--- src/hdl/port_wr_pkg.sv ---
package port_wr_pkg;

    // one word on the write and transfer buses
    typedef logic [15:0] data_t;

    // destination port number
    typedef logic [3:0] port_t;

    // packet priority
    typedef logic [2:0] prior_t;

    // data length in words, header word not included
    typedef logic [8:0] len_t;

    // largest length a header can carry
    localparam int MAX_PKT_WORDS = 511;

    // default data memory depth in words, power of two
    localparam int BUF_DEPTH_DEF = 1024;

    // default number of committed headers waiting for a grant
    localparam int HDR_DEPTH_DEF = 4;

    // header word layout
    localparam int HDR_PORT_LSB  = 0;
    localparam int HDR_PRIOR_LSB = 4;
    localparam int HDR_LEN_LSB   = 7;

endpackage

--- src/hdl/port_wr_xfer_ctrl.sv ---
module port_wr_xfer_ctrl (
    input  logic                clk,
    input  logic                rst_n,
    input  logic                head_valid,
    input  port_wr_pkg::port_t  head_port,
    input  port_wr_pkg::prior_t head_prior,
    input  port_wr_pkg::len_t   head_len,
    input  port_wr_pkg::data_t  rd_data,
    input  logic                match_suc,
    output logic                rd_en,
    output logic                head_pop,
    output logic                match_enable,
    output logic                ready_to_xfer,
    output port_wr_pkg::port_t  new_dest_port,
    output port_wr_pkg::prior_t new_prior,
    output port_wr_pkg::len_t   new_length,
    output port_wr_pkg::data_t  xfer_data,
    output logic                xfer_data_vld,
    output logic                end_of_packet
);

    typedef enum logic [1:0] {
        IDLE,
        REQUEST,
        GRANT,
        STREAM
    } state_t;

    state_t            state;
    port_wr_pkg::len_t rd_cnt;
    logic              rd_last;

    // first read goes out in the grant response cycle, so data starts
    // two cycles after match_suc is seen
    assign rd_en   = (state == GRANT) || (state == STREAM);
    assign rd_last = rd_en && ((rd_cnt + port_wr_pkg::len_t'(1)) == new_length);

    assign match_enable  = (state == REQUEST);
    assign ready_to_xfer = (state == GRANT);
    assign head_pop      = (state == GRANT);

    // buffer read data is already registered
    assign xfer_data = rd_data;

    always_ff @(posedge clk or negedge rst_n)
    begin
        if (!rst_n)
        begin
            state <= IDLE;
        end
        else
        begin
            case (state)
                IDLE:
                begin
                    if (head_valid)
                        state <= REQUEST;
                end
                REQUEST:
                begin
                    if (match_suc)
                        state <= GRANT;
                end
                GRANT, STREAM:
                begin
                    if (rd_last)
                        state <= IDLE;
                    else
                        state <= STREAM;
                end
                default:
                begin
                    state <= IDLE;
                end
            endcase
        end
    end

    // reads issued so far for the current packet
    always_ff @(posedge clk or negedge rst_n)
    begin
        if (!rst_n)
            rd_cnt <= '0;
        else if (rd_en)
            rd_cnt <= rd_cnt + port_wr_pkg::len_t'(1);
        else
            rd_cnt <= '0;
    end

    // valid and end flags follow the read by one cycle, like the data
    always_ff @(posedge clk or negedge rst_n)
    begin
        if (!rst_n)
        begin
            xfer_data_vld <= 1'b0;
            end_of_packet <= 1'b0;
        end
        else
        begin
            xfer_data_vld <= rd_en;
            end_of_packet <= rd_last;
        end
    end

    // request fields are held through the grant and the stream
    always_ff @(posedge clk)
    begin
        if ((state == IDLE) && head_valid)
        begin
            new_dest_port <= head_port;
            new_prior     <= head_prior;
            new_length    <= head_len;
        end
    end

endmodule

--- config.mk ---
export PLATFORM = sky130hd
export DESIGN_NAME = port_wr_xfer_ctrl
export DESIGN_NICKNAME = d
export VERILOG_FILES = /design/src/hdl/port_wr_pkg.sv /design/src/hdl/port_wr_xfer_ctrl.sv
export SDC_FILE = /design/constraint.sdc
export NUM_CORES = 1
export LEC_CHECK = 0
export BUFFER_PORTS_ARGS = -buffer_cell sky130_fd_sc_hd__buf_2
export CAP_MARGIN = 20
export CORE_MARGIN = 2
export CORE_UTILIZATION = 45
export DETAILED_ROUTE_END_ITERATION = 16
export PLACE_DENSITY_LB_ADDON = 0.3
export SYNTH_ARGS = -nofsm -noshare
export SYNTH_HDL_FRONTEND = slang
export SYNTH_SLANG_ARGS = --single-unit
export TNS_END_PERCENT = 100
--- constraint.sdc ---
create_clock -name clk -period 4.65 [get_ports clk]
set_input_delay 0.465 -clock clk [delete_from_list [all_inputs] [get_ports clk]]
set_output_delay 0.465 -clock clk [all_outputs]
set_load 0.005 [all_outputs]
==> flow_summary_export.csv <==
group,metric,value,unit
finish,finalNonFillerCells,187,
synthesis,synth_top_area_cell,"edfxtp_1",
placed_design,dp_hpwl,1.94,mm
detailed_routing,wl_per_cell,14.0,µm
detailed_routing,via_per_inst,4.92,
synthesis,yosysWarnings,0,
worst_setup_path,worstPathRequired,4.92,ns
floorplanning,io_pins,74,
cts,cts_made_buffers,5,
synthesis,async_flop_share,44.8,%
synthesis,synth.ff_latch_count,29,
cts,clock-sinks,29,
pwr,total_leakage_power,0.698,nW
cts,cts_tree,"built",
sta,fmax,0.539,GHz
cts,h-tree-depth,2,
synthesis,synthTopCellsByArea,"edfxtp_1 33%, dfrtp_1 22%, buf_4 8.7%",
synthesis,synthFlopType,"edfxtp_1",
worst_setup_path,r2r_cells,6,
floorplanning,core-area,0.00308,mm²
status,status,"finished, final reports clean",
min_path,hold_path_class,"primary input to asynchronous set/reset pin",
sta,slew_violations,0,
synthesis,netlist-cell-type-count,32,
floorplanning,initial_core_util,47.9,%
sta,relSlewSlack,69.4,%
cts,path_clk_slew,0.09,ns
floorplanning,die_w,61.3,µm
synthesis,yosysTopAreaCellShare,32.6,%
run,cap_viol_max_count,0,
cts,cts_setup_buffers,0,
worst_setup_path,arrival,2.12,ns
synthesis,synth_fp_nets,151,
floorplanning,rows,20,
detailed_routing,num_vias,920,
grt,grt_pass1_wl,3.91,mm
grt,grt-ovfl-total,0,
finish,nets,179,
floorplanning,die_h,61.3,µm
sta,worst_pin_slew,0.459,ns
synthesis,yosysMostFrequentCell,"buf_4",
synthesis,synth_cells,114,
detailed_routing,dr.pass1.iters,4,
synthesis,synth_edf_count,16,
detailed_routing,drc,0,
placed_design,routabilityCongestion,0.788,
placed_design,dp_cells,178,
finish,drive_above_1_share,39.2,%
synthesis,netlist_top_cells_count,"17 x buf_4, 16 x edfxtp_1, 13 x dfrtp_1, 9 x and2_1, 6 x xnor2_1",
detailed_routing,wl,2.61,mm
sta,fin_worst_skew,0.00536,ns
cts,cts_resized,0,
cts,clockBufferDepth,2,
worst_setup_path,crit_path_start_kind,"register",
worst_setup_path,cp-end-kind,"register",
pwr,power,707,µW
cts,clock_latency,0.32,ns
grt,grt_pass1_vias,893,
cts,cts_hold_repair.buffers,0,
worst_setup_path,crit_fanout,7,
placed_design,portBuffers,41,
grt,grt_antenna_before_repair,0,
sta,final-setup-viol-count,0,
sta,rsz0062_at_grt,"no",
pwr,power_density,431,mW/mm²
synthesis,seq_area_frac_synth,54.6,%
grt,grt_max_degree,18,
worst_setup_path,path_class,"register to register",
grt,track_usage,15.1,%
detailed_routing,drt_iter0_drc,35,
sta,finalHoldViolations,0,
pwr,irDropWorstVdd,0.221,mV
finish,area_growth,11.2,%
synthesis,synth_area,0.00148,mm²
sta,hold_slack,0.0207,ns
floorplanning,die_area,0.00375,mm²
sta,fin_tns_setup,0,ns
synthesis,postSynthAreaPerCell,12.9,µm²
sta,period_share,39.9,%
detailed_routing,final_antenna_net_count,0,
finish,antenna_cells,0,
cts,root_buffer,"clkbuf_4",
sta,period_needed,1.85,ns
through the flow:
step	utilization [%]	worst slack (ns)	cell area, µm²
floorplan	-	2.38	1480
global placement	51.3	2.75	1580
detailed placement	51.3	2.68	1580
CTS	52.9	2.67	1630
global route	53.3	2.63	1640
finish	53.3	2.80	1640
worst max-delay path: stages, from the launching register on:
cell,delay [ns]
dfrtp_1,0.46
ha_1,0.33
xnor3_1,0.30
nand4_1,0.11
nor4b_2,0.24
o2111a_2,0.24
and2_1,0.12
state kept, by name, summed over array words and instances, names as in the netlist:
| signal | cells |
|---|---|
| end_of_packet | 1 |
| new_dest_port | 4 |
| new_length | 9 |
| new_prior | 3 |
| rd_cnt | 9 |
| state | 2 |
| xfer_data_vld | 1 |
final cells by class:
type,instances,area [µm²]
clock buffers,7,45.0
clock inverters,1,3.75
repair buffers,42,216
multi-input cells,62,507
well taps,44,55.1
fillers,292,1440
inverters,2,7.51
flip-flops and latches,29,806
power by group:
part           internal (mW)  switching (mW)
registers              0.304          0.0581
clock network         0.0580          0.0827
logic                  0.126          0.0785
routing by layer:
layer / wire length [µm] / track usage [%] / vias to the layer above
met5: 0 / 0 / -
met4: 46 / 8.39 / 0
met3: 206 / 6.51 / 6
met2: 1190 / 22.3 / 43
met1: 1170 / 18.6 / 436
li1: - / - / 435
path summary, 6_finish.rpt:
path / slack [ns] / to / from
max in group asynchronous: 4.39 / xfer_data_vld / rst_n
max: 2.80 / end_of_packet / rd_cnt[0]
min in group clk: 0.32 / new_dest_port[1] / head_port[1]
max reg2reg: 2.80 / end_of_packet / rd_cnt[0]
min reg2reg: 0.57 / rd_cnt[0] / rd_cnt[0]
min: 0.02 / rd_cnt[5] / rst_n
kinds of logic (layout without fill, tap and decap cells):
family,after synthesis,count (layout),share of synthesized area [%]
AO/OA/AOI/OAI,10,10,4.75
XOR/XNOR,15,15,12.7
flip-flops,29,29,54.6
buffers and inverters,23,52,11.4
adder cells (fa/ha/maj),1,1,0.848
AND/OR/NAND/NOR,36,36,15.7
cells in the final DEF (no fill, tap or decap), drive strengths merged, types with 4 or more instances in the layout:
master  Yosys  layout
a21oi       5       5
nor2        5       5
clkbuf      3       7
and2        9       9
xnor2       6       6
edfxtp     16      16
xor2        5       5
nand2       4       4
buf        18      42
nand3       5       5
dfrtp      13      13
Power figures use the tool's default switching activity.
