**config.mk**
```make
export PLATFORM = sky130hd
export DESIGN_NAME = port_wr_header_decode
export DESIGN_NICKNAME = d
export VERILOG_FILES = /design/src/hdl/port_wr_pkg.sv /design/src/hdl/port_wr_header_decode.sv
export SDC_FILE = /design/constraint.sdc
export NUM_CORES = 1
export LEC_CHECK = 0
export BUFFER_PORTS_ARGS = -buffer_cell sky130_fd_sc_hd__buf_2
export CORE_MARGIN = 2
export CORE_UTILIZATION = 30
export DETAILED_ROUTE_END_ITERATION = 8
export PLACE_DENSITY = 0.48
export SETUP_SLACK_MARGIN = 0.1
export SLEW_MARGIN = 20
export SYNTH_ARGS = -nofsm -noshare
export SYNTH_HDL_FRONTEND = slang
export SYNTH_SLANG_ARGS = --single-unit
```
**constraint.sdc**
```tcl
create_clock -name clk -period 4.5 [get_ports clk]
set_input_delay 0.675 -clock clk [delete_from_list [all_inputs] [get_ports clk]]
set_output_delay 0.675 -clock clk [all_outputs]
set_load 0.03 [all_outputs]
```
**src/hdl/port_wr_pkg.sv**
```systemverilog
package port_wr_pkg;

    // one word on the write and transfer buses
    typedef logic [15:0] data_t;

    // destination port number
    typedef logic [3:0] port_t;

    // packet priority
    typedef logic [2:0] prior_t;

    // data length in words, header word not included
    typedef logic [8:0] len_t;

    // largest length a header can carry
    localparam int MAX_PKT_WORDS = 511;

    // default data memory depth in words, power of two
    localparam int BUF_DEPTH_DEF = 1024;

    // default number of committed headers waiting for a grant
    localparam int HDR_DEPTH_DEF = 4;

    // header word layout
    localparam int HDR_PORT_LSB  = 0;
    localparam int HDR_PRIOR_LSB = 4;
    localparam int HDR_LEN_LSB   = 7;

endpackage

```
**src/hdl/port_wr_header_decode.sv**
```systemverilog
module port_wr_header_decode (
    input  logic                clk,
    input  logic                rst_n,
    input  logic                wr_sop,
    input  logic                wr_eop,
    input  logic                wr_vld,
    input  port_wr_pkg::data_t  wr_data,
    output port_wr_pkg::data_t  wr_word,
    output logic                wr_word_en,
    output logic                pkt_commit,
    output logic                pkt_drop,
    output port_wr_pkg::port_t  hdr_port,
    output port_wr_pkg::prior_t hdr_prior,
    output port_wr_pkg::len_t   hdr_len
);

    typedef enum logic [1:0] {
        IDLE,
        HEADER,
        DATA
    } state_t;

    // one bit wider than a length so an over-long packet can be seen
    typedef logic [$bits(port_wr_pkg::len_t):0] cnt_t;

    state_t state;
    cnt_t   data_cnt;
    cnt_t   cnt_nxt;
    cnt_t   len_ext;
    logic   take_word;
    logic   keep_word;
    logic   commit_nxt;
    logic   drop_nxt;

    assign len_ext = {1'b0, hdr_len};

    // count saturates at length + 1, enough to decide a mismatch
    assign take_word = (state == DATA) && wr_vld && (data_cnt <= len_ext);

    // only words inside the declared length reach the buffer
    assign keep_word = (state == DATA) && wr_vld && (data_cnt < len_ext);

    // a word arriving together with wr_eop still counts
    assign cnt_nxt = data_cnt + cnt_t'(take_word);

    assign commit_nxt = (state == DATA) && wr_eop && (cnt_nxt == len_ext);

    // an eop before any data word is a broken packet as well
    assign drop_nxt = (state != IDLE) && wr_eop && !commit_nxt;

    always_ff @(posedge clk or negedge rst_n)
    begin
        if (!rst_n)
        begin
            state <= IDLE;
        end
        else
        begin
            case (state)
                IDLE:
                begin
                    if (wr_sop)
                        state <= HEADER;
                end
                HEADER:
                begin
                    if (wr_eop)
                        state <= IDLE;
                    else if (wr_vld)
                        state <= DATA;
                end
                DATA:
                begin
                    if (wr_eop)
                        state <= IDLE;
                end
                default:
                begin
                    state <= IDLE;
                end
            endcase
        end
    end

    always_ff @(posedge clk or negedge rst_n)
    begin
        if (!rst_n)
        begin
            data_cnt   <= '0;
            wr_word_en <= 1'b0;
            pkt_commit <= 1'b0;
            pkt_drop   <= 1'b0;
        end
        else
        begin
            if (state == HEADER)
                data_cnt <= '0;
            else
                data_cnt <= cnt_nxt;
            wr_word_en <= keep_word;
            pkt_commit <= commit_nxt;
            pkt_drop   <= drop_nxt;
        end
    end

    // header fields stay put until the next header word
    always_ff @(posedge clk)
    begin
        if (keep_word)
            wr_word <= wr_data;
        if ((state == HEADER) && wr_vld)
        begin
            hdr_len   <= wr_data[port_wr_pkg::HDR_LEN_LSB +: $bits(port_wr_pkg::len_t)];
            hdr_prior <= wr_data[port_wr_pkg::HDR_PRIOR_LSB +: $bits(port_wr_pkg::prior_t)];
            hdr_port  <= wr_data[port_wr_pkg::HDR_PORT_LSB +: $bits(port_wr_pkg::port_t)];
        end
    end

endmodule

```
==> results of run 1 <==
through the flow:
stage,utilization,setup slack (ns),instances,hold slack (ns)
CTS,0.378,1.03,318,0.292
finish,0.378,1.07,318,0.292
floorplan,-,0.967,161,0.379
global route,0.378,0.835,318,0.311
detailed placement,0.366,1.07,310,0.455
global placement,0.366,1.16,310,0.458
worst max-delay path, delay by kind of cell (launching register included):
kind	cells	cell delay [ns]
and+or+nand+nor	7	1.03
adders and majority gates	3	0.82
AOI/OAI and AO/OA	4	0.81
DFF	1	0.45
xor gates and xnor gates	1	0.15
buffers and inverters	1	0.08
logic make-up after synthesis:
group	synth area share
buffers and inverters	0.0286
DFF	0.636
muxes	0.00477
AOI/OAI and AO/OA	0.0715
adders and majority gates	0.0656
xor gates and xnor gates	0.0542
and+or+nand+nor	0.139
power groups by stage:
stage	clock, uW	sequential, uW	combinational (uW)
CTS	259	494	98.3
finish	251	493	96.7
detailed placement	0	503	98.1
global route	275	495	106
floorplan	0	527	33.8
global placement	0	503	97.8
registers in the layout, indices dropped and copies added (netlist names):
signal and cells:
hdr_port 4, hdr_len 9, pkt_commit 1, hdr_prior 3
data_cnt 10, wr_word_en 1, state 2, pkt_drop 1
wr_word 16
cells in the final DEF (no fill, tap or decap), types with 3 or more instances in the layout:
cell	n
edfxtp_1	32
buf_2	55
or2_2	3
o21ai_0	3
nand3_1	6
clkbuf_8	5
dfrtp_1	15
nor2b_1	4
a21oi_1	7
inv_1	11
nand4_1	4
nor2_1	17
xnor2_1	10
ha_1	11
nand2_1	6
xor2_1	3
path summary, 6_finish.rpt:
path                                    end  slack (ns)       start
worst max-delay path               pkt_drop        1.07  hdr_len[7]
worst min-delay path               state[0]        0.29       rst_n
worst max register to register     pkt_drop        1.07  hdr_len[7]
worst min register to register     state[0]        0.46    state[1]
max in group asynchronous       data_cnt[8]        3.92       rst_n
min in group clk                   state[0]        0.46    state[1]
area by class of cell:
cell class,instances,share of cell area
Clock buffer,6,0.0283
Clock inverter,2,0.00487
Inverter,11,0.0161
Multi-Input combinational cell,100,0.274
Sequential cell,47,0.520
Tap cell,96,0.0468
Timing Repair Buffer,56,0.110
per-layer routing:
layer  GRT usage  up-vias  wire length, microns
li1            -      702                     -
met1       0.156      693                  2070
met2       0.213       40                  2200
met3      0.0481        8                   292
met4      0.0573        0                    97
met5           0        -                     0
==> impl_results.md, run 1 <==
- Fmax: 0.291 GHz
- Internal power: 622 uW
- Pwr Density: 328 mW/mm^2
- Combinational share of power: 0.115
- Post-synth top cells: 32 x edfxtp_1, 17 x nor2_1, 15 x dfrtp_1
- Final nets: 253
- IO Pins: 56
- FF-to-FF path depth: 16
- Yosys cell types: 38
- Setup total negative slack: 0 ns
- Post-synth net total: 193
- Mapped Cells: 161
- Top cell by count, worst path: ha_1
- Leakage: 0.00110 uW
- DP HPWL: 3350 microns
- CP Data Required Time: 4.69 ns
- MaxCap Viol Count: 0
- Core Rows: 30
- Post-DP Area: 0.00248 sq mm
- CP Capture Type: flip-flop
- Fraction of registers with async set/reset: 0.319
- Die span in x: 87.7 microns
- Max-slew violations: 0
- Vias per inst: 4.54
- Rel. slew slack: 0.338
- CP arrival: 3.62 ns
- Count of flip-flops with a built-in enable after synthesis: 32
- Clock Sinks: 47
- Status: finished, final reports clean
- CP Cell Sequence: inv_1 -> ha_1 -> nand2_1 -> nor2_1 -> nand2_1 -> or2_2 -> o221a_2 -> o21bai_1 -> ha_1 -> ha_1 -> xnor2_1 -> nand4_1 -> a41oi_1 -> o2111ai_1 -> nor4_4 -> nor2_1
- Worst-Margin Slew: 0.992 ns
- Largest cells by area after synthesis: edfxtp_1 46%, dfrtp_1 18%, ha_1 6.6%
- Die ar.: 0.00768 sq mm
- Global-route wire length before repair: 7570 microns
- Peak VDD IR: 197 uV
- Slowest stage delay, CP: 0.45 ns
- Setup violators final: 0
- DRC violations left: 0
- DR pass1 iterations: 4
- Area of the multi-input gates: 703 sq um
- Tightest Hold Check Type: primary input to asynchronous set/reset pin
- Detailed-route wire length per cell: 14.6 microns
- Largest net degree at the start of global routing: 18
- Clock share of power: 0.299
- Vias in the first global route: 1522
- Synth warnings: 0
- Starting Density: 0.309
- Switching portion of total power: 0.261
- CTS buffer count: 5
- Synth area leader: edfxtp_1
- Die Ht: 87.7 microns
- Root buf cell: clkbuf_8
- Post-route ant nets: 0
- Max clock buf depth: 2
- Total GRT Usage: 0.131
- Ys flop type: edfxtp_1
- CTS Hold Bufs: 0
- RSZ-0062 raised after global routing: no
- Period Utilization, post-route: 0.763
- Fill count: 698
- RD Place Congestion: 0.776
- Worst Skew: 0.00183 ns
- P&R area growth vs syn: 22.3%
- Diodes inserted: 0
- Core ar.: 0.00679 sq mm
- Synth Area per Inst: 13.0 sq um
- Setup bufs post-CTS: 0
- Share of cells above drive strength 1: 0.315
- Net Sw Power: 219 uW
- Final Instance Area: 0.00257 sq mm
- Most common cell in the netlist: edfxtp_1
- Overall Power: 841 uW
- GRT Residual Overflow: 0
- Netlist Area Pre-Place: 0.00210 sq mm
- Clk_lat worst skew: 0.30 ns
- Flops & latches, synth: 47
- Sequential Power Share: 0.586
- Slowest CP cell: edfxtp_1
- Seq/Total Area, Yosys: 0.636
- WS Path Type: flip-flop to flip-flop
- H-tree levels: 2
- Final Hold Violating Endpoints: 0
- Post-synth top area share: 0.458
- Total Wirelength: 4660 microns
- CTS tree: yes
- Startpoint Class: flip-flop
- Reg area: 0.00134 sq mm
- PostCTS Resize Cnt: 0
- CP max FO: 6
- Initial DRC Count: 56
- Initial antenna violation count: 0
- Via count: 1443
- Fin crit period: 3.43 ns
- Worst-path clk slew: 0.09 ns
- Port bufs: 55
(Power assumes the default switching activity.)
==> inputs of run 2 (changes only) <==
--- a/config.mk
+++ b/config.mk
@@ -9,7 +9,7 @@
 export CORE_MARGIN = 2
 export CORE_UTILIZATION = 30
 export DETAILED_ROUTE_END_ITERATION = 8
-export PLACE_DENSITY = 0.48
+export PLACE_DENSITY = 0.5
 export SETUP_SLACK_MARGIN = 0.1
 export SLEW_MARGIN = 20
 export SYNTH_ARGS = -nofsm -noshare
==> constraint.sdc (replaced) <==
create_clock -name clk -period 3.1 [get_ports clk]
set_input_delay 0.465 -clock clk [delete_from_list [all_inputs] [get_ports clk]]
set_output_delay 0.465 -clock clk [all_outputs]
set_load 0.03 [all_outputs]
==> run 2 against run 1 <==
  * The run now ends with negative setup slack left
  * Clock power grew 53%
  * Non-clock buffer count up 22
  * Register-to-register slack worse by 1.1 ns
  * Sequential cell count unchanged
  * Critical endpoint unchanged
  * Largest cell class unchanged
  * Largest power group unchanged
==> impl_results.md, run 2 (synthesis gave the netlist of run 1 again) <==
- Slowest CP cell: edfxtp_1 (unchanged)
- Setup violators final: 1 (was 0)
- Rel. slew slack: 0.692 (was 0.338)
- Overall Power: 1270 uW (was 841 uW)
- Starting Density: 0.309 (unchanged)
- Worst Skew: 0.00715 ns (was 0.00183 ns)
- WS Path Type: flip-flop to flip-flop (unchanged)
- RD Place Congestion: 0.748 (was 0.776)
- Largest net degree at the start of global routing: 18 (unchanged)
- RSZ-0062 raised after global routing: yes (was no)
- CP max FO: 2 (was 6)
- Pwr Density: 434 mW/mm^2 (was 328 mW/mm^2)
- Worst-path clk slew: 0.09 ns (about the same)
- Vias in the first global route: 1636 (was 1522)
- CP Cell Sequence: inv_2 -> ha_4 -> nand2_4 -> nor2_4 -> nand2_2 -> or2_4 -> o221a_4 -> o21bai_4 -> ha_4 -> ha_4 -> xnor2_2 -> nand4_1 -> a41oi_2 -> o2111ai_2 -> nor4_4 -> nor2_1 (was inv_1 -> ha_1 -> nand2_1 -> nor2_1 -> nand2_1 -> or2_2 -> o221a_2 -> o21bai_1 -> ha_1 -> ha_1 -> xnor2_1 -> nand4_1 -> a41oi_1 -> o2111ai_1 -> nor4_4 -> nor2_1)
- Initial antenna violation count: 0 (unchanged)
- Max reg flops: 16 (unchanged)
- Period Utilization, post-route: 1.00 (was 0.763)
- Root buf cell: clkbuf_8 (unchanged)
- Core Rows: 30 (unchanged)
- IO Pins: 56 (unchanged)
- Share of cells above drive strength 1: 0.475 (was 0.315)
- Failing checks: negative setup slack
- Die Ht: 87.7 microns (unchanged)
- Worst-Margin Slew: 0.462 ns (was 0.992 ns)
- Setup crit end: pkt_drop (unchanged)
- Area of the multi-input gates: 881 sq um (was 703 sq um)
- CTS tree: yes (unchanged)
- Clk_lat worst skew: 0.30 ns (about the same)
- Port bufs: 55 (unchanged)
- Most flop-heavy register: wr_word (unchanged)
- Tightest Hold Check Type: primary input to asynchronous set/reset pin (unchanged)
- DR pass1 iterations: 4 (unchanged)
- Total Wirelength: 4960 microns (was 4660 microns)
- Top cell by count, worst path: ha_4 (was ha_1)
- Crit path max-delay family: simple AND/OR/NAND/NOR gates (unchanged)
- Clock Sinks: 47 (unchanged)
- CTS Hold Bufs: 0 (unchanged)
- P&R area growth vs syn: 39.0% (was 22.3%)
- Final Hold Violating Endpoints: 0 (unchanged)
- Switching portion of total power: 0.268 (was 0.261)
- Crit path from: hdr_len[8] (was hdr_len[7])
- Most frequent cells in the layout: 55 x buf_2, 32 x edfxtp_1, 23 x buf_4 (was 55 x buf_2, 32 x edfxtp_1, 17 x nor2_1)
- FF-to-FF path depth: 16 (unchanged)
- Commonest non-fill, non-tap cell in the layout: buf_2 (unchanged)
- Via count: 1559 (was 1443)
- Status: finished with violations (was finished, final reports clean)
- Die ar.: 0.00768 sq mm (unchanged)
- Fill count: 681 (was 698)
- Startpoint Class: flip-flop (unchanged)
- Max-slew violations: 0 (unchanged)
- Pre-CTS setup slack: -0.115 ns (was 1.07 ns)
- FF-to-FF setup slack: -0.01 ns (was 1.07 ns)
- Max clock buf depth: 2 (unchanged)
- Fmax: 0.321 GHz (was 0.291 GHz)
- Critical Path Stages: 16 (unchanged)
- CTS buffer count: 5 (unchanged)
- H-tree levels: 2 (unchanged)
- DP HPWL: 3590 microns (was 3350 microns)
- CP Capture Type: flip-flop (unchanged)
- Leakage: 0.00123 uW (was 0.00110 uW)
- Sequential Power Share: 0.563 (was 0.586)
- Worst Path Buf+Inv: 1 (unchanged)
- MaxCap Viol Count: 0 (unchanged)
- Total GRT Usage: 0.136 (was 0.131)
- Diodes inserted: 0 (unchanged)
- Clock share of power: 0.303 (was 0.299)
- Die span in x: 87.7 microns (unchanged)
- Final Instance Area: 0.00292 sq mm (was 0.00257 sq mm)
- Post-route ant nets: 0 (unchanged)
- GRT Residual Overflow: 0 (unchanged)
- CP arrival: 3.30 ns (was 3.62 ns)
- Slowest stage delay, CP: 0.38 ns (was 0.45 ns)
- Final nets: 275 (was 253)
- Core ar.: 0.00679 sq mm (unchanged)
- Peak VDD IR: 272 uV (was 197 uV)
- Initial DRC Count: 42 (was 56)
- Detailed-route wire length per cell: 14.6 microns (about the same)
- DRC violations left: 0 (unchanged)
- Fin crit period: 3.11 ns (was 3.43 ns)
- Reg2Reg Launch Point: hdr_len[8] (was hdr_len[7])
- Global-route wire length before repair: 7820 microns (was 7570 microns)
- Post-route setup slack: -0.0127 ns (was 1.07 ns)
- Vias per inst: 4.59 (was 4.54)
- Crit Reg-Reg Endpoint: pkt_drop (unchanged)
- Internal power: 927 uW (was 622 uW)
- Combinational share of power: 0.134 (was 0.115)
- Setup total negative slack: -0.0127 ns (was 0 ns)
- Reg area: 0.00134 sq mm (unchanged)
- CP Data Required Time: 3.29 ns (was 4.69 ns)
- Biggest registers after layout: wr_word: 16 flops, data_cnt: 10 flops, hdr_len: 9 flops (unchanged)
- Net Sw Power: 340 uW (was 219 uW)
- Post-DP Area: 0.00268 sq mm (was 0.00248 sq mm)
==> run 2: cell types whose count changed in the layout (fill, tap and decap cells not counted), sizes merged <==
cell,before,now
buf,56,78
clkbuf,6,5
clkinvlp,1,0
inv,11,13
==> run 2: worst min path at each step <==
stage	startpoint	endpoint	slack, ns	cells after the start
after global routing	rst_n	data_cnt[9]	0.08	1
after floorplan	rst_n	data_cnt[0]	0.17	0
after global placement	rst_n	data_cnt[9]	0.41	1
after CTS	rst_n	data_cnt[5]	0.07	1
after detailed placement	rst_n	data_cnt[9]	0.40	1
final	rst_n	pkt_commit	0.06	1
==> run 2: repair_timing <==
action / CTS / global route
endpoints found under the hold margin: 0 / 0
cloned: 0 / 0
pin swaps: 12 / 12
setup endpoints to repair: 2 / 2
setup buffers: 2 / 2
resized for setup: 11 / 10
==> run 2: cell type report <==
type                       count  area share
multi-input combinational    100       0.302
timing repair buffer          78       0.154
clock inverter                 3     0.00772
inverter                      11      0.0142
tap                           96      0.0412
sequential                    47       0.458
clock buffer                   5      0.0236
==> run 2: layer usage <==
metal / vias up / wire [microns] / part of all wire / track usage
li1: 743 / - / - / -
met1: 748 / 2210 / 0.45 / 0.169
met2: 56 / 2280 / 0.46 / 0.222
met3: 12 / 347 / 0.070 / 0.0471
met4: 0 / 116 / 0.023 / 0.0434
met5: - / 0 / 0 / 0
==> run 2: power groups by stage <==
| stage | sequential [uW] | clock [uW] | combinational [uW] |
|---|---|---|---|
| 2_1_floorplan | 766 | 0 | 52.2 |
| 3_3_place_gp | 725 | 0 | 161 |
| 3_5_place_dp | 726 | 0 | 160 |
| 4_1_cts | 713 | 400 | 166 |
| 5_1_grt | 718 | 422 | 185 |
| 6_report | 714 | 384 | 170 |
==> run 2: stage by stage <==
step | instances | hold WS, ns | util
global route | 340 | 0.0770 | 0.429
floorplan | 161 | 0.169 | -
detailed placement | 328 | 0.402 | 0.394
finish | 340 | 0.0624 | 0.429
global placement | 328 | 0.412 | 0.394
CTS | 338 | 0.0661 | 0.418
==> inputs of run 3 (changes only) <==
--- a/config.mk
+++ b/config.mk
@@ -9,6 +9,7 @@
 export CORE_MARGIN = 2
 export CORE_UTILIZATION = 30
 export DETAILED_ROUTE_END_ITERATION = 8
+export GPL_TIMING_DRIVEN = 0
 export PLACE_DENSITY = 0.5
 export SETUP_SLACK_MARGIN = 0.1
 export SLEW_MARGIN = 20
==> run 3 against run 2 <==
  * The run still ends with negative setup slack left
  * Sequential share of layout area up 0.85 points
  * Non-clock buffer count fell by 3
  * Register-to-register slack lost 0.07 ns
  * Critical path type unchanged
==> impl_results.md, run 3 (synthesis gave the netlist of run 1 again) <==
- Core ar.: 0.00679 sq mm (unchanged)
- Fmax: 0.314 GHz (was 0.321 GHz)
- FF-to-FF path depth: 16 (unchanged)
- Max-slew violations: 0 (unchanged)
- Commonest non-fill, non-tap cell in the layout: buf_2 (unchanged)
- Most frequent cells in the layout: 55 x buf_2, 32 x edfxtp_1, 18 x buf_4 (was 55 x buf_2, 32 x edfxtp_1, 23 x buf_4)
- Global-route wire length before repair: 7500 microns (was 7820 microns)
- Die ar.: 0.00768 sq mm (unchanged)
- Fin crit period: 3.18 ns (was 3.11 ns)
- Initial DRC Count: 71 (was 42)
- Post-DP Area: 0.00256 sq mm (was 0.00268 sq mm)
- Starting Density: 0.309 (unchanged)
- CP Capture Type: flip-flop (unchanged)
- Switching portion of total power: 0.242 (was 0.268)
- Clock share of power: 0.338 (was 0.303)
- Final nets: 272 (was 275)
- FF-to-FF setup slack: -0.08 ns (was -0.01 ns)
- Peak VDD IR: 259 uV (was 272 uV)
- CP max FO: 3 (was 2)
- WS Path Type: flip-flop to flip-flop (unchanged)
- Setup total negative slack: -0.0832 ns (was -0.0127 ns)
- Clock Sinks: 47 (unchanged)
- Vias per inst: 4.52 (was 4.59)
- Root buf cell: clkbuf_8 (unchanged)
- Post-layout util: 0.423 (was 0.429)
- Max reg flops: 16 (unchanged)
- Status: finished with violations (unchanged)
- Slowest stage delay, CP: 0.40 ns (was 0.38 ns)
- Leakage: 0.00120 uW (was 0.00123 uW)
- Worst Skew: 0.00653 ns (was 0.00715 ns)
- Crit Reg-Reg Endpoint: pkt_drop (unchanged)
- Internal power: 997 uW (was 927 uW)
- Initial antenna violation count: 0 (unchanged)
- DRC violations left: 0 (unchanged)
- Combinational share of power: 0.120 (was 0.134)
- Tightest Hold Check Type: primary input to asynchronous set/reset pin (unchanged)
- Vias in the first global route: 1571 (was 1636)
- Port bufs: 55 (unchanged)
- Pre-CTS setup slack: -0.448 ns (was -0.115 ns)
- MaxCap Viol Count: 0 (unchanged)
- Top cell by count, worst path: ha_4 (unchanged)
- Period Utilization, post-route: 1.03 (was 1.00)
- Worst Path Buf+Inv: 1 (unchanged)
- Crit path max-delay family: simple AND/OR/NAND/NOR gates (unchanged)
- Rel. slew slack: 0.449 (was 0.692)
- Largest net degree at the start of global routing: 18 (unchanged)
- Total Wirelength: 4660 microns (was 4960 microns)
- Worst-Margin Slew: 0.827 ns (was 0.462 ns)
- Diodes inserted: 0 (unchanged)
- CTS tree: yes (unchanged)
- RD Place Congestion: 0.785 (was 0.748)
- Share of cells above drive strength 1: 0.461 (was 0.475)
- Die Ht: 87.7 microns (unchanged)
- CP Cell Sequence: inv_2 -> ha_4 -> nand2_2 -> nor2_2 -> nand2_1 -> or2_4 -> o221a_4 -> o21bai_1 -> ha_2 -> ha_4 -> xnor2_2 -> nand4_1 -> a41oi_2 -> o2111ai_2 -> nor4_4 -> nor2_1 (was inv_2 -> ha_4 -> nand2_4 -> nor2_4 -> nand2_2 -> or2_4 -> o221a_4 -> o21bai_4 -> ha_4 -> ha_4 -> xnor2_2 -> nand4_1 -> a41oi_2 -> o2111ai_2 -> nor4_4 -> nor2_1)
- CP arrival: 3.36 ns (was 3.30 ns)
- Setup violators final: 1 (unchanged)
- Worst-path clk slew: 0.09 ns (about the same)
- GRT Residual Overflow: 0 (unchanged)
- DR pass1 iterations: 4 (unchanged)
- Startpoint Class: flip-flop (unchanged)
- Most flop-heavy register: wr_word (unchanged)
- Sequential Power Share: 0.542 (was 0.563)
- P&R area growth vs syn: 36.8% (was 39.0%)
- RSZ-0062 raised after global routing: yes (unchanged)
- H-tree levels: 2 (unchanged)
- Fin Hold WS: 0.0785 ns (was 0.0624 ns)
- Final Instance Area: 0.00287 sq mm (was 0.00292 sq mm)
- Pwr Density: 458 mW/mm^2 (was 434 mW/mm^2)
- Biggest registers after layout: wr_word: 16 flops, data_cnt: 10 flops, hdr_len: 9 flops (unchanged)
- Die span in x: 87.7 microns (unchanged)
- Failing checks: negative setup slack (unchanged)
- Post-route setup slack: -0.0832 ns (was -0.0127 ns)
- Final Hold Violating Endpoints: 0 (unchanged)
- Area of the multi-input gates: 836 sq um (was 881 sq um)
- Total GRT Usage: 0.129 (was 0.136)
- CP Data Required Time: 3.28 ns (was 3.29 ns)
- Post-route ant nets: 0 (unchanged)
- Clk_lat worst skew: 0.30 ns (about the same)
- Core Rows: 30 (unchanged)
- Reg area: 0.00134 sq mm (about the same)
- Max clock buf depth: 2 (unchanged)
- Detailed-route wire length per cell: 13.8 microns (was 14.6 microns)
- Reg2Reg Launch Point: hdr_len[8] (unchanged)
- Via count: 1523 (was 1559)
- Fill count: 651 (was 681)
- DP HPWL: 3240 microns (was 3590 microns)
- IO Pins: 56 (unchanged)
- CTS buffer count: 5 (unchanged)
- Net Sw Power: 318 uW (was 340 uW)
- Slowest CP cell: edfxtp_1 (unchanged)
run 3: worst max path at each step:
| stage | from | end | slack, ns | depth (start not counted) |
|---|---|---|---|---|
| after floorplan | hdr_len[8] | pkt_drop | -0.16 | 16 |
| after CTS | hdr_len[8] | pkt_drop | -0.09 | 16 |
| after global routing | hdr_len[8] | pkt_drop | -0.27 | 15 |
| after detailed placement | hdr_len[8] | pkt_drop | -0.45 | 14 |
| final | hdr_len[8] | pkt_drop | -0.08 | 16 |
| after global placement | hdr_len[8] | pkt_drop | -0.48 | 14 |
run 3: stage by stage:
| stage | power (uW) | std cells |
|---|---|---|
| global placement | 874 | 312 |
| global route | 1370 | 337 |
| detailed placement | 875 | 312 |
| finish | 1320 | 337 |
| CTS | 1340 | 334 |
| floorplan | 818 | 161 |
run 3: area by class of cell:
| class | instances | share of cell area |
|---|---|---|
| multi-input cells | 100 | 0.291 |
| clock buffers | 6 | 0.0253 |
| plain buffers | 3 | 0.00653 |
| clock inverters | 2 | 0.0131 |
| flip-flops and latches | 47 | 0.466 |
| repair buffers | 72 | 0.142 |
| well taps | 96 | 0.0418 |
| inverters | 11 | 0.0144 |
run 3: worst reg2reg max path: cells and delay by family (launching register included):
family | cells | cell delay (ns)
flip-flops | 1 | 0.40
adder cells (fa/ha/maj) | 3 | 0.78
buffers and inverters | 1 | 0.07
XOR/XNOR | 1 | 0.10
AND/OR/NAND/NOR | 7 | 0.94
AO/OA/AOI/OAI | 4 | 0.79
run 3: power groups by stage:
stage	registers [uW]	logic (uW)	clock network (uW)
finish	713	158	444
global route	717	174	484
CTS	714	159	463
detailed placement	729	145	0
global placement	729	145	0
floorplan	766	52.2	0
run 3: what timing repair did:
| item | 4_1_cts | 5_1_grt |
|---|---|---|
| hold buffers | 0 | 0 |
| endpoints found under the setup margin | 5 | 3 |
| pin swaps | 8 | 8 |
| gates resized for setup | 9 | 9 |
| endpoints found under the hold margin | 0 | 0 |
| setup buffers | 14 | 3 |
run 3: per-layer routing:
metal	routed length, microns	up-vias	track usage	part of all wire
li1	-	736	-	-
met2	2160	49	0.200	0.46
met3	343	7	0.0509	0.074
met4	51	0	0.0406	0.011
met5	0	-	0	0
met1	2100	731	0.168	0.45
